`src/logic/scaler_pkg.sv`:
```
package scaler_pkg;

  ////////////////////////////////////////////////////////////
  // sizes
  ////////////////////////////////////////////////////////////

  localparam int NUM_CHANNELS = 8;
  // slot 0 carries the reference clock counter
  localparam int NUM_SLOTS    = NUM_CHANNELS + 1;
  localparam int COUNT_W      = 32;
  localparam int SLOT_W       = 4;
  localparam int EXTEND_W     = 5;
  localparam int CREDIT_W     = 3;
  localparam int MAX_CREDITS  = 4;

  ////////////////////////////////////////////////////////////
  // vector types
  ////////////////////////////////////////////////////////////

  typedef logic [COUNT_W-1:0]      count_t;
  typedef logic [SLOT_W-1:0]       slot_t;
  typedef logic [EXTEND_W-1:0]     extend_t;
  typedef logic [CREDIT_W-1:0]     credit_t;
  typedef logic [NUM_CHANNELS-1:0] hit_vec_t;
  typedef logic [NUM_SLOTS-1:0]    slot_vec_t;

  // static configuration that a control register would normally hold
  typedef struct packed {
    logic    stop_counting_on_busy;
    logic    disable_external_latch;
    extend_t busy_extend;
  } scaler_cfg_t;

  // strobes shared by every counter slot
  typedef struct packed {
    logic clear;
    logic latch;
  } counter_ctl_t;

  // one frame word where last marks the final slot
  typedef struct packed {
    slot_t  slot;
    count_t count;
    logic   last;
  } scaler_word_t;

  typedef enum logic [1:0] {
    IDLE,
    SEND,
    WAIT_CREDIT
  } readout_state_t;

endpackage

```
`src/logic/scaler_front.sv`:
```
`timescale 1ns/100ps

module scaler_front (
  input  logic                     CLK200,
  input  logic                     tdc_reset_start,
  input  scaler_pkg::hit_vec_t     i_hits,
  input  logic                     i_nim_latch,
  input  logic                     i_sw_latch,
  input  logic                     i_counter_reset,
  input  scaler_pkg::scaler_cfg_t  i_cfg,
  input  logic                     i_frame_active,
  output scaler_pkg::slot_vec_t    o_count_en,
  output scaler_pkg::counter_ctl_t o_ctl,
  output logic                     o_latch_done
);

  logic                 nim_q;
  logic                 nim_q2;
  logic                 nim_edge;
  scaler_pkg::extend_t  extend_cnt;
  logic                 raw_busy;
  logic                 busy;
  scaler_pkg::hit_vec_t hit_q;
  logic                 latch_block;
  logic                 latch_req;

  ////////////////////////////////////////////////////////////
  // NIM latch input, leading edge and busy window
  ////////////////////////////////////////////////////////////

  assign nim_edge = nim_q & ~nim_q2;

  // busy while the input is high, then busy_extend more cycles
  assign raw_busy = nim_q | (extend_cnt != '0);

  ////////////////////////////////////////////////////////////
  // latch merge
  ////////////////////////////////////////////////////////////

  // hold off new latches from the strobe until the frame is sent,
  // otherwise the frozen values could move under the readout
  assign latch_block = i_frame_active | o_ctl.latch | o_latch_done;
  assign latch_req   = (i_sw_latch | (nim_edge & ~i_cfg.disable_external_latch))
                       & ~latch_block;

  always_ff @(posedge CLK200) begin
    if (tdc_reset_start) begin
      nim_q        <= 1'b0;
      nim_q2       <= 1'b0;
      extend_cnt   <= '0;
      busy         <= 1'b0;
      hit_q        <= '0;
      o_ctl        <= '0;
      o_latch_done <= 1'b0;
    end else begin
      nim_q  <= i_nim_latch;
      nim_q2 <= nim_q;
      // reload while high, run down after the falling edge
      if (nim_q) begin
        extend_cnt <= i_cfg.busy_extend;
      end else if (extend_cnt != '0) begin
        extend_cnt <= extend_cnt - scaler_pkg::extend_t'(1);
      end
      busy         <= i_cfg.stop_counting_on_busy & raw_busy;
      hit_q        <= i_hits;
      o_ctl.clear  <= i_counter_reset;
      o_ctl.latch  <= latch_req;
      // counters hold the new values one cycle after the strobe
      o_latch_done <= o_ctl.latch;
    end
  end

  ////////////////////////////////////////////////////////////
  // count enables with the clock in slot 0
  ////////////////////////////////////////////////////////////

  assign o_count_en = {hit_q & ~{scaler_pkg::NUM_CHANNELS{busy}}, ~busy};

endmodule

```
`src/logic/channel_counter.sv`:
```
`timescale 1ns/100ps

module channel_counter (
  input  logic                     CLK200,
  input  logic                     tdc_reset_start,
  input  logic                     i_count_en,
  input  scaler_pkg::counter_ctl_t i_ctl,
  output scaler_pkg::count_t       o_latched
);

  scaler_pkg::count_t running;

  // free running count, wraps at full width
  always_ff @(posedge CLK200) begin
    if (tdc_reset_start) begin
      running <= '0;
    end else if (i_ctl.clear) begin
      running <= '0;
    end else if (i_count_en) begin
      running <= running + scaler_pkg::count_t'(1);
    end
  end

  // snapshot for readout
  // takes the count as it stood before this edge
  always_ff @(posedge CLK200) begin
    if (i_ctl.latch) begin
      o_latched <= running;
    end
  end

endmodule

```
`src/logic/scaler_readout.sv`:
```
`timescale 1ns/100ps

module scaler_readout (
  input  logic                     CLK200,
  input  logic                     tdc_reset_start,
  input  scaler_pkg::count_t       i_latched [scaler_pkg::NUM_SLOTS],
  input  logic                     i_latch_done,
  input  logic                     i_credit,
  output scaler_pkg::scaler_word_t o_word,
  output logic                     o_word_valid,
  output logic                     o_frame_active
);

  scaler_pkg::readout_state_t state;
  scaler_pkg::slot_t          slot_idx;
  scaler_pkg::credit_t        credit_cnt;
  logic                       last_slot;

  ////////////////////////////////////////////////////////////
  // word output
  ////////////////////////////////////////////////////////////

  assign last_slot = (slot_idx == scaler_pkg::slot_t'(scaler_pkg::NUM_SLOTS - 1));

  // a word goes out only while a credit is held
  assign o_word_valid   = (state == scaler_pkg::SEND) && (credit_cnt != '0);
  assign o_frame_active = (state != scaler_pkg::IDLE);

  assign o_word = '{
    slot:  slot_idx,
    count: i_latched[slot_idx],
    last:  last_slot
  };

  ////////////////////////////////////////////////////////////
  // credits
  ////////////////////////////////////////////////////////////

  // one credit back per i_credit pulse, one spent per word
  always_ff @(posedge CLK200) begin
    if (tdc_reset_start) begin
      credit_cnt <= scaler_pkg::credit_t'(scaler_pkg::MAX_CREDITS);
    end else begin
      credit_cnt <= credit_cnt
                    + scaler_pkg::credit_t'(i_credit)
                    - scaler_pkg::credit_t'(o_word_valid);
    end
  end

  ////////////////////////////////////////////////////////////
  // frame sequencer
  ////////////////////////////////////////////////////////////

  always_ff @(posedge CLK200) begin
    if (tdc_reset_start) begin
      state    <= scaler_pkg::IDLE;
      slot_idx <= '0;
    end else begin
      case (state)
        scaler_pkg::IDLE: begin
          if (i_latch_done) begin
            state    <= scaler_pkg::SEND;
            slot_idx <= '0;
          end
        end
        scaler_pkg::SEND: begin
          if (credit_cnt == '0) begin
            // keep slot_idx, resume from the same slot
            state <= scaler_pkg::WAIT_CREDIT;
          end else if (last_slot) begin
            state <= scaler_pkg::IDLE;
          end else begin
            slot_idx <= slot_idx + scaler_pkg::slot_t'(1);
          end
        end
        scaler_pkg::WAIT_CREDIT: begin
          if (credit_cnt != '0) begin
            state <= scaler_pkg::SEND;
          end
        end
        default: begin
          state <= scaler_pkg::IDLE;
        end
      endcase
    end
  end

endmodule

```
`src/logic/nim_scaler_top.sv`:
```
`timescale 1ns/100ps

module nim_scaler_top (
  input  logic                     CLK200,
  input  logic                     tdc_reset_start,
  input  scaler_pkg::hit_vec_t     i_hits,
  input  logic                     i_nim_latch,
  input  logic                     i_sw_latch,
  input  logic                     i_counter_reset,
  input  scaler_pkg::scaler_cfg_t  i_cfg,
  input  logic                     i_credit,
  output scaler_pkg::scaler_word_t o_word,
  output logic                     o_word_valid
);

  scaler_pkg::slot_vec_t    count_en;
  scaler_pkg::counter_ctl_t ctl;
  scaler_pkg::count_t       latched [scaler_pkg::NUM_SLOTS];
  logic                     latch_done;
  logic                     frame_active;

  ////////////////////////////////////////////////////////////
  // edge, busy and strobe generation
  ////////////////////////////////////////////////////////////

  scaler_front u_front (
    .CLK200          (CLK200),
    .tdc_reset_start (tdc_reset_start),
    .i_hits          (i_hits),
    .i_nim_latch     (i_nim_latch),
    .i_sw_latch      (i_sw_latch),
    .i_counter_reset (i_counter_reset),
    .i_cfg           (i_cfg),
    .i_frame_active  (frame_active),
    .o_count_en      (count_en),
    .o_ctl           (ctl),
    .o_latch_done    (latch_done)
  );

  // slot 0 is the clock counter, slots 1.. the hit channels
  for (genvar s = 0; s < scaler_pkg::NUM_SLOTS; s++) begin : g_slot
    channel_counter u_counter (
      .CLK200          (CLK200),
      .tdc_reset_start (tdc_reset_start),
      .i_count_en      (count_en[s]),
      .i_ctl           (ctl),
      .o_latched       (latched[s])
    );
  end

  ////////////////////////////////////////////////////////////
  // frame output
  ////////////////////////////////////////////////////////////

  scaler_readout u_readout (
    .CLK200          (CLK200),
    .tdc_reset_start (tdc_reset_start),
    .i_latched       (latched),
    .i_latch_done    (latch_done),
    .i_credit        (i_credit),
    .o_word          (o_word),
    .o_word_valid    (o_word_valid),
    .o_frame_active  (frame_active)
  );

endmodule

```
`config.mk`:
```
export PLATFORM = sky130hd
export DESIGN_NAME = nim_scaler_top
export DESIGN_NICKNAME = d
export VERILOG_FILES = /design/src/logic/scaler_pkg.sv /design/src/logic/scaler_front.sv /design/src/logic/channel_counter.sv /design/src/logic/scaler_readout.sv /design/src/logic/nim_scaler_top.sv
export SDC_FILE = /design/constraint.sdc
export NUM_CORES = 1
export LEC_CHECK = 0
export BUFFER_PORTS_ARGS = -buffer_cell sky130_fd_sc_hd__buf_2
export CORE_MARGIN = 2
export CORE_UTILIZATION = 50
export CTS_CLUSTER_DIAMETER = 150
export DETAILED_ROUTE_END_ITERATION = 8
export MAX_ROUTING_LAYER = met4
export PLACE_DENSITY = 0.72
export SYNTH_ARGS = -nofsm -noshare
export SYNTH_HDL_FRONTEND = slang
export SYNTH_SLANG_ARGS = --single-unit
```
`constraint.sdc`:
```
create_clock -name CLK200 -period 6.88 [get_ports CLK200]
set_clock_uncertainty 0.1 [all_clocks]
set_input_delay 1.376 -clock CLK200 [delete_from_list [all_inputs] [get_ports CLK200]]
set_output_delay 1.376 -clock CLK200 [all_outputs]
set_load 0.005 [all_outputs]
```
== Word-level counts from Yosys, hierarchy flattened ==
Cells that the tools add are included.

* Output and inout port bits: 38
* Word-level logic and storage cells: 90
* Bits of input ports: 21
* Bits in registers: 604

* Bitwise gates (word level): 14
* $lt $le $gt $ge: 1
* Eq/ne operators: 8
* Add/subtract/negate cells: 13
* Muxes and demuxes: 14
* Reduce and logical (&&, ||, !) cells: 11

{| class="wikitable"
|+ Operators by type and width
! operator !! count
|-
| $add 32x1->32 const B || 9
|-
| $bmux 32 s4 || 1
|-
| $mux 32 || 2
|-
| $mux 4 || 3
|-
| $mux 5 || 2
|-
| $and 8x8->8 || 1
|-
| $mux 2 || 4
|-
| $not 8->8 || 1
|-
| $pmux 4 s2 || 1
|-
| $ne 2x2->1 const B || 3
|-
| $pmux 2 s3 || 1
|-
| $reduce_bool 2->1 || 3
|-
| $ge 5x5->1 const B || 1
|-
| $not 4->5 || 1
|-
| $reduce_bool 5->1 || 1
|-
| $sub 5x1->5 const B || 1
|-
| $add 4x1->4 const B || 1
|-
| $and 1x1->1 || 4
|-
| $eq 4x4->1 const B || 1
|-
| $or 1x1->1 || 4
|-
| $reduce_and 4->1 || 1
|-
| $add 3x1->3 || 1
|-
| $logic_not 3->1 || 1
|-
| $ne 3x2->1 const B || 1
|-
| other kinds (10) || 12
|}

== Longest topological paths before layout ==
Gate-level depths: netlist of run 1.

* Depth in word-level cells: 5
* Depth in mapped cells: 10
* Mapped depth without buffers: 10

== Modules after synthesis ==
Synthesis of run 1 repeated with hierarchy kept, for this count alone.

* Cell total of the unflattened synthesis: 2235
* Area, all modules: 26396.6 um2

{| class="wikitable"
|+ Modules (own cells, without submodules)
! module !! area an instance (um2) !! cells each !! times used
|-
| channel_counter || 2521.2 || 205 || 9
|-
| scaler_readout || 2980.4 || 316 || 1
|-
| scaler_front || 725.7 || 74 || 1
|}

== Worst setup path after synthesis of run 1 ==
No wires, ideal clock.

* Kind: register -> register
* From: register u_front.o_ctl[0] in the netlist's numbering
* To: register g_slot[0].u_counter.o_latched[0] (enable)
* Path buffers: 0
* Slack: -0.513 ns
* Cell stages (with the launch flop): 1
* Clock period less this slack: 7.393 ns
* Arrival: 6.614 ns
* Required time: 6.101 ns
* Cell sequence: dfxtp_1

{| class="wikitable"
|+ RTL lines
! item !! RTL line !! source
|-
| from (decl) || scaler_front.sv:13 || <nowiki>output scaler_pkg::counter_ctl_t o_ctl,</nowiki>
|-
| to (signal assigned) || channel_counter.sv:28 || <nowiki>o_latched <= running;</nowiki>
|-
| to (decl) || channel_counter.sv:8 || <nowiki>output scaler_pkg::count_t o_latched</nowiki>
|}

No word-level cell between the ends.

==> impl_metrics.prom, run 1 <==
# TYPE chip_impl_metric gauge
chip_impl_info{name="run_status",value="complete, no violations"} 1
chip_impl_metric{name="synth.cell_area",unit="mm2"} 0.0249
chip_impl_metric{name="final_critical_path_setup_slack",unit="ns"} 2.10
chip_impl_info{name="synth_commonest_cells",value="sky130_fd_sc_hd__dfxtp_1, sky130_fd_sc_hd__edfxtp_1, sky130_fd_sc_hd__nor2_1"} 1
chip_impl_metric{name="first_global_vias",unit=""} 15500
chip_impl_metric{name="die_height",unit="um"} 227
chip_impl_metric{name="timing.critical_path.arrival",unit="ns"} 3.30
chip_impl_metric{name="wl",unit="um"} 55300
chip_impl_metric{name="ctsResizeCount",unit=""} 0
chip_impl_metric{name="hold_buffers",unit=""} 0
chip_impl_metric{name="post_route_cells_drive_above_1_share",unit=""} 0.118
chip_impl_metric{name="syn_avg_cell_area",unit="um2"} 12.0
chip_impl_metric{name="clock_buffers_created_by_tritoncts",unit=""} 58
chip_impl_metric{name="number_of_synthesized_flops_with_an_enable_pin",unit=""} 288
chip_impl_metric{name="whs",unit="ns"} 0.352
chip_impl_info{name="top_signal_layer_used",value="met4"} 1
chip_impl_metric{name="antenna_cell_count",unit=""} 0
chip_impl_metric{name="critical_path_peak_fanout",unit=""} 41
chip_impl_info{name="clk_root_buffer_cell",value="sky130_fd_sc_hd__clkbuf_16"} 1
chip_impl_metric{name="totalPowerFinal",unit="uW"} 7740
chip_impl_metric{name="footprint_of_the_multi_input_gates",unit="mm2"} 0.00939
chip_impl_metric{name="finish.net_count",unit=""} 2157
chip_impl_info{name="cp-endpoint",value="o_word[11]"} 1
chip_impl_metric{name="design.die.area",unit="mm2"} 0.0516
chip_impl_metric{name="drt_first_iter_violations",unit=""} 1295
chip_impl_metric{name="clkSlewWorstSetupHoldPaths",unit="ns"} 0.06
chip_impl_metric{name="grt_max_degree",unit=""} 198
chip_impl_metric{name="ios",unit=""} 59
chip_impl_metric{name="antenna_violating_nets_post_route",unit=""} 0
chip_impl_metric{name="ff2ff_path_depth",unit=""} 8
chip_impl_metric{name="final_count_of_hold_timing_violations",unit=""} 0
chip_impl_metric{name="synth_largest_type_area_fraction",unit=""} 0.347
chip_impl_metric{name="vias_after_detailed_routing",unit=""} 16200
chip_impl_metric{name="ys_ff_latch",unit=""} 604
chip_impl_metric{name="fmax",unit="MHz"} 209
chip_impl_metric{name="fraction_of_registers_with_async_set_reset",unit=""} 0
chip_impl_info{name="start_kind",value="flop"} 1
chip_impl_info{name="yosysMostFrequentCell",value="sky130_fd_sc_hd__dfxtp_1"} 1
chip_impl_info{name="hold_path.class",value="reg2reg"} 1
chip_impl_metric{name="synth_cell_type_count",unit=""} 61
chip_impl_metric{name="grt_first_pass_wirelength",unit="um"} 86700
chip_impl_metric{name="track_usage",unit=""} 0.224
chip_impl_metric{name="cellLeakagePower",unit="uW"} 0.00913
chip_impl_metric{name="wl_met1",unit="um"} 24100
chip_impl_info{name="rsz0062_at_grt",value="no"} 1
chip_impl_metric{name="area_delta_synth_final",unit="%"} 11.2
chip_impl_metric{name="final_min_period_over_clock_period",unit=""} 0.695
chip_impl_metric{name="tns",unit="ns"} 0
chip_impl_metric{name="dr_wl_met2",unit="um"} 25600
chip_impl_metric{name="core_area",unit="mm2"} 0.0491
chip_impl_metric{name="netlist_instances",unit=""} 2083
chip_impl_metric{name="floorplan.initialDensity",unit=""} 0.507
chip_impl_metric{name="die_width",unit="um"} 227
chip_impl_info{name="startpoint",value="u_readout.slot_idx[1]"} 1
chip_impl_metric{name="required_worst_endpoint",unit="ns"} 5.40
chip_impl_metric{name="flop2flop_setup_slack",unit="ns"} 3.93
chip_impl_metric{name="finalWorstPathRequiredPeriod",unit="ns"} 4.78
chip_impl_metric{name="port_buffers",unit=""} 58
chip_impl_metric{name="dp_slack",unit="ns"} 2.75
chip_impl_info{name="synth_flop_cell",value="sky130_fd_sc_hd__dfxtp_1"} 1
chip_impl_metric{name="cap_violations",unit=""} 0
chip_impl_metric{name="final_setup_fails",unit=""} 0
chip_impl_metric{name="power.clock.fraction",unit=""} 0.414
chip_impl_metric{name="vdd_drop_max",unit="mV"} 0.245
chip_impl_metric{name="routed_via_density",unit=""} 5.70
chip_impl_metric{name="synth_warnings",unit=""} 0
chip_impl_info{name="yosys-top-cells-area",value="sky130_fd_sc_hd__edfxtp_1, sky130_fd_sc_hd__dfxtp_1, sky130_fd_sc_hd__mux4_2, sky130_fd_sc_hd__xor2_1, sky130_fd_sc_hd__nor2_1"} 1
chip_impl_metric{name="power_frac_comb",unit=""} 0.066
chip_impl_metric{name="gr_ovfl_total",unit=""} 0
chip_impl_metric{name="fillCellCount",unit=""} 3989
chip_impl_metric{name="power_density",unit="mW/mm2"} 280
chip_impl_metric{name="initial_antenna_violation_count",unit=""} 2
chip_impl_metric{name="wl_per_cell",unit="um"} 19.5
chip_impl_info{name="synth_top_area_cell",value="sky130_fd_sc_hd__edfxtp_1"} 1
chip_impl_metric{name="remaining_drc_errors",unit=""} 0
chip_impl_info{name="tritoncts",value="yes"} 1
chip_impl_info{name="crit_type",value="reg2out"} 1
chip_impl_metric{name="report.final.slew_viol_count",unit=""} 0
chip_impl_metric{name="rows",unit=""} 81
chip_impl_info{name="worst_flop_to_flop_path_endpoint",value="u_readout.slot_idx[2]"} 1
chip_impl_metric{name="final-seq-area",unit="mm2"} 0.0150
chip_impl_metric{name="post-cts-setup-buffers",unit=""} 0
chip_impl_metric{name="ys_seq_area_frac",unit=""} 0.602
chip_impl_info{name="reg2reg_from",value="u_readout.slot_idx[1]"} 1
chip_impl_metric{name="max_slew.worst_pin.slew",unit="ns"} 1.15
chip_impl_metric{name="seqPwrFrac",unit=""} 0.520
chip_impl_metric{name="cts_htree_levels",unit=""} 2
chip_impl_info{name="kind_of_capture_point_of_the_worst_setup_path",value="output pin"} 1
chip_impl_metric{name="p_int",unit="uW"} 6010
chip_impl_metric{name="drt_first_pass_iters",unit=""} 5
chip_impl_metric{name="clock_latency",unit="ns"} 0.61
chip_impl_metric{name="power.share.switching",unit=""} 0.223
chip_impl_metric{name="cts.path.max_buffers",unit=""} 3
chip_impl_metric{name="place_hpwl",unit="um"} 38600
chip_impl_metric{name="routed-wl-met3",unit="um"} 3430
chip_impl_metric{name="net_count_after_synthesis",unit=""} 2119
chip_impl_metric{name="cts.sinks",unit=""} 604
chip_impl_metric{name="p_sw",unit="uW"} 1730
chip_impl_metric{name="slew-limit-headroom",unit=""} 0.231
chip_impl_metric{name="gpl.final_weighted_congestion",unit=""} 0.916
## kinds of logic after synthesis
kind of cell	Yosys count	share of synthesized area
buf+inv	131	0.0215
flops	604	0.602
fa+ha+maj	15	0.00784
xor+xnor	242	0.0851
mux	108	0.0756
simple gates	855	0.180
compound gates	128	0.0287
## metal layers
| metal | vias up | global-route usage |
|---|---|---|
| met5 | - | - |
| met4 | 0 | 0.0907 |
| met3 | 123 | 0.0374 |
| met2 | 577 | 0.342 |
| met1 | 7869 | 0.299 |
| li1 | 7587 | - |
## critical path: stages (launching register included)
cell and delay, ns:
sky130_fd_sc_hd__dfxtp_2 0.83, sky130_fd_sc_hd__buf_4 0.61, sky130_fd_sc_hd__mux4_2 0.33, sky130_fd_sc_hd__mux2i_1 0.08, sky130_fd_sc_hd__o21ai_0 0.59, sky130_fd_sc_hd__buf_2 0.23
## through the flow
stage,cell area (um2),util,std cells
after detailed placement,25800,0.525,2725
after floorplan,24900,-,2083
after CTS,27700,0.564,2833
final,27700,0.564,2833
after global placement,25800,0.525,2725
after global routing,27700,0.564,2833
## area by class of cell
| class | count | share of cell area |
|---|---|---|
| clock buffer | 82 | 0.0590 |
| clock inverter | 26 | 0.0102 |
| inverter | 38 | 0.00515 |
| multi-input combinational | 1348 | 0.339 |
| sequential | 604 | 0.541 |
| tap | 664 | 0.0300 |
| timing repair buffer | 71 | 0.0149 |
## worst min path at each step
stage                                          from                                 to  slack, ns  depth (start not counted)
floorplan            g_slot[5].u_counter.running[9]   g_slot[5].u_counter.o_latched[9]       0.30                          0
global placement    g_slot[4].u_counter.running[29]  g_slot[4].u_counter.o_latched[29]       0.33                          0
detailed placement  g_slot[4].u_counter.running[29]  g_slot[4].u_counter.o_latched[29]       0.33                          0
finish              g_slot[4].u_counter.running[29]  g_slot[4].u_counter.o_latched[29]       0.35                          0
global route        g_slot[4].u_counter.running[29]  g_slot[4].u_counter.o_latched[29]       0.36                          0
CTS                 g_slot[4].u_counter.running[29]  g_slot[4].u_counter.o_latched[29]       0.35                          0
## registers in the layout (all words and copies together) (netlist names), 2 cells and up
| register | count |
|---|---|
| u_readout.state | 2 |
| g_slot.u_counter.running | 288 |
| g_slot.u_counter.o_latched | 288 |
| u_front.extend_cnt | 5 |
| u_readout.slot_idx | 4 |
| u_front.hit_q | 8 |
| u_readout.credit_cnt | 3 |
| u_front.o_ctl | 2 |
## cell usage in the layout (no fill, tap or decap), types with 58 or more instances in the layout
master,synthesis,routed
sky130_fd_sc_hd__buf_2,17,58
sky130_fd_sc_hd__clkbuf_16,0,59
sky130_fd_sc_hd__dfxtp_1,316,312
sky130_fd_sc_hd__edfxtp_1,288,288
sky130_fd_sc_hd__mux4_2,64,64
sky130_fd_sc_hd__nand2_1,127,127
sky130_fd_sc_hd__nand3_1,86,86
sky130_fd_sc_hd__nand4_1,83,83
sky130_fd_sc_hd__nor2_1,286,286
sky130_fd_sc_hd__o21ai_0,60,60
sky130_fd_sc_hd__xnor2_1,113,113
sky130_fd_sc_hd__xor2_1,129,129
## power groups by stage
stage | logic, uW | registers [uW] | clock network [uW]
6_report | 510 | 4030 | 3210
2_1_floorplan | 355 | 4080 | 0
4_1_cts | 515 | 4030 | 3250
5_1_grt | 557 | 4040 | 3410
3_5_place_dp | 512 | 4100 | 0
3_3_place_gp | 496 | 4100 | 0
Power figures use the tool's default switching activity.
==> inputs of run 2 (changes only) <==
--- a/config.mk
+++ b/config.mk
@@ -11,7 +11,7 @@
 export CTS_CLUSTER_DIAMETER = 150
 export DETAILED_ROUTE_END_ITERATION = 8
 export MAX_ROUTING_LAYER = met4
-export PLACE_DENSITY = 0.72
+export PLACE_DENSITY = 0.69
 export SYNTH_ARGS = -nofsm -noshare
 export SYNTH_HDL_FRONTEND = slang
 export SYNTH_SLANG_ARGS = --single-unit
==> constraint.sdc (replaced) <==
create_clock -name CLK200 -period 4.55 [get_ports CLK200]
set_clock_uncertainty 0.1 [all_clocks]
set_input_delay 0.91 -clock CLK200 [delete_from_list [all_inputs] [get_ports CLK200]]
set_output_delay 0.91 -clock CLK200 [all_outputs]
set_load 0.005 [all_outputs]
==> impl_metrics.prom, run 2 (synthesized netlist as in run 1, its figures left out) <==
# TYPE chip_impl_metric gauge
chip_impl_metric{name="initial_antenna_violation_count",unit=""} 1
chip_impl_metric{name="place_area",unit="mm2"} 0.0259
chip_impl_info{name="tritoncts",value="yes"} 1
chip_impl_metric{name="totalPowerFinal",unit="uW"} 12100
chip_impl_metric{name="antenna_cell_count",unit=""} 0
chip_impl_metric{name="clkSlewWorstSetupHoldPaths",unit="ns"} 0.06
chip_impl_metric{name="cts.sinks",unit=""} 604
chip_impl_info{name="layout.cells.most_common",value="sky130_fd_sc_hd__dfxtp_1"} 1
chip_impl_metric{name="ios",unit=""} 59
chip_impl_metric{name="clock_latency",unit="ns"} 0.62
chip_impl_metric{name="die_height",unit="um"} 227
chip_impl_metric{name="layout.cell_area.non_filler",unit="mm2"} 0.0280
chip_impl_metric{name="final_min_period_over_clock_period",unit=""} 0.891
chip_impl_metric{name="final_critical_path_setup_slack",unit="ns"} 0.498
chip_impl_metric{name="first_global_vias",unit=""} 15500
chip_impl_metric{name="wl",unit="um"} 56000
chip_impl_info{name="mostFrequentLayoutCells",value="sky130_fd_sc_hd__dfxtp_1, sky130_fd_sc_hd__edfxtp_1, sky130_fd_sc_hd__nor2_1"} 1
chip_impl_metric{name="critical_path_peak_fanout",unit=""} 45
chip_impl_metric{name="clock_buffers_created_by_tritoncts",unit=""} 61
chip_impl_info{name="busiest_layer",value="met2"} 1
chip_impl_info{name="path_cells",value="buf_4, mux4_2, mux2i_1, o21ai_0, buf_2"} 1
chip_impl_metric{name="fillCellCount",unit=""} 4048
chip_impl_metric{name="cts_htree_levels",unit=""} 2
chip_impl_metric{name="hold_buffers",unit=""} 0
chip_impl_info{name="crit_type",value="reg2out"} 1
chip_impl_info{name="slowest_stage",value="sky130_fd_sc_hd__dfxtp_4"} 1
chip_impl_metric{name="gpl.final_weighted_congestion",unit=""} 0.847
chip_impl_info{name="largest_registers",value="g_slot.u_counter.o_latched: 288 flops, g_slot.u_counter.running: 288 flops, u_front.hit_q: 8 flops"} 1
chip_impl_metric{name="routed_via_density",unit=""} 5.67
chip_impl_metric{name="power_density",unit="mW/mm2"} 434
chip_impl_metric{name="remaining_drc_errors",unit=""} 0
chip_impl_metric{name="area_delta_synth_final",unit="%"} 12.5
chip_impl_metric{name="max_slew.worst_pin.slew",unit="ns"} 1.03
chip_impl_metric{name="finish.net_count",unit=""} 2168
chip_impl_metric{name="cts.path.max_buffers",unit=""} 3
chip_impl_metric{name="required_worst_endpoint",unit="ns"} 3.54
chip_impl_info{name="rsz0062_at_grt",value="no"} 1
chip_impl_metric{name="ctsResizeCount",unit=""} 0
chip_impl_metric{name="place_hpwl",unit="um"} 39000
chip_impl_metric{name="track_usage",unit=""} 0.228
chip_impl_metric{name="final_core_util",unit=""} 0.571
chip_impl_metric{name="finalWorstPathRequiredPeriod",unit="ns"} 4.05
chip_impl_metric{name="final_count_of_hold_timing_violations",unit=""} 0
chip_impl_metric{name="die_width",unit="um"} 227
chip_impl_metric{name="design.die.area",unit="mm2"} 0.0516
chip_impl_metric{name="gr-usage-met1",unit=""} 0.308
chip_impl_metric{name="tns",unit="ns"} 0
chip_impl_metric{name="antenna_violating_nets_post_route",unit=""} 0
chip_impl_metric{name="slew-limit-headroom",unit=""} 0.312
chip_impl_info{name="hold_path.class",value="reg2reg"} 1
chip_impl_info{name="start_kind",value="flop"} 1
chip_impl_metric{name="core_area",unit="mm2"} 0.0491
chip_impl_metric{name="post_route_cells_drive_above_1_share",unit=""} 0.130
chip_impl_metric{name="timing.critical_path.arrival",unit="ns"} 3.04
chip_impl_metric{name="met3_usage",unit=""} 0.0279
chip_impl_metric{name="dp_slack",unit="ns"} 1.08
chip_impl_metric{name="report.final.slew_viol_count",unit=""} 0
chip_impl_metric{name="rows",unit=""} 81
chip_impl_info{name="clk_root_buffer_cell",value="sky130_fd_sc_hd__clkbuf_16"} 1
chip_impl_metric{name="grt_max_degree",unit=""} 86
chip_impl_metric{name="floorplan.initialDensity",unit=""} 0.507
chip_impl_metric{name="cap_violations",unit=""} 0
chip_impl_metric{name="vias_after_detailed_routing",unit=""} 16200
chip_impl_metric{name="groute.layer.met2.usage",unit=""} 0.356
chip_impl_metric{name="drt_first_pass_iters",unit=""} 5
chip_impl_metric{name="fmax",unit="MHz"} 247
chip_impl_metric{name="grt_first_pass_wirelength",unit="um"} 87600
chip_impl_info{name="run_status",value="complete, no violations"} 1
chip_impl_metric{name="vdd_drop_max",unit="mV"} 0.357
chip_impl_metric{name="cellLeakagePower",unit="uW"} 0.00929
chip_impl_metric{name="drt_first_iter_violations",unit=""} 1421
chip_impl_info{name="kind_of_capture_point_of_the_worst_setup_path",value="output pin"} 1
chip_impl_metric{name="gr_ovfl_total",unit=""} 0
chip_impl_metric{name="final_setup_fails",unit=""} 0
chip_impl_metric{name="post-cts-setup-buffers",unit=""} 0
chip_impl_metric{name="crit_path_max_incr_delay",unit="ns"} 0.93
chip_impl_metric{name="port_buffers",unit=""} 58
chip_impl_metric{name="wl_per_cell",unit="um"} 19.6
## run 2: path summary, 6_finish.rpt
| path | slack (ns) | startpoint | depth (start not counted) | to |
|---|---|---|---|---|
| max reg2reg | 2.04 | u_front.busy | 6 | g_slot[4].u_counter.running[20] |
| max | 0.50 | u_readout.slot_idx[0] | 5 | o_word[19] |
| min | 0.35 | g_slot[1].u_counter.running[31] | 0 | g_slot[1].u_counter.o_latched[31] |
| min reg2reg | 0.35 | g_slot[1].u_counter.running[31] | 0 | g_slot[1].u_counter.o_latched[31] |
## run 2: report_power, final
part	internal, uW	leakage, uW	switching [uW]
clock	3190	0.00104	2090
sequential	5910	0.00532	190
combinational	361	0.00293	407
## run 2: area by class of cell
type / count / area (um2) / share of cell area
inverters: 38 / 143 / 0.00509
flip-flops and latches: 604 / 15000 / 0.535
multi-input cells: 1348 / 9400 / 0.336
clock buffers: 89 / 1760 / 0.0629
repair buffers: 79 / 510 / 0.0182
clock inverters: 26 / 372 / 0.0133
well taps: 664 / 831 / 0.0297
## run 2: critical path, delay by kind of cell (launching register included)
| kind | cells | cell delay (ns) |
|---|---|---|
| flip-flops | 1 | 0.93 |
| AO/OA/AOI/OAI | 1 | 0.17 |
| buffers and inverters | 2 | 0.60 |
| multiplexers | 2 | 0.70 |
## run 2: per-stage QoR
| step | instances | hold slack (ns) |
|---|---|---|
| after floorplan | 2083 | 0.303 |
| after global placement | 2733 | 0.334 |
| after detailed placement | 2733 | 0.338 |
| after CTS | 2848 | 0.355 |
| after global routing | 2848 | 0.366 |
| final | 2848 | 0.353 |
## run 2: metal layers
metal	vias up	wire length [um]
met3	115	2870
met1	7957	25000
met5	-	0
met2	460	26200
met4	0	1880
li1	7621	-
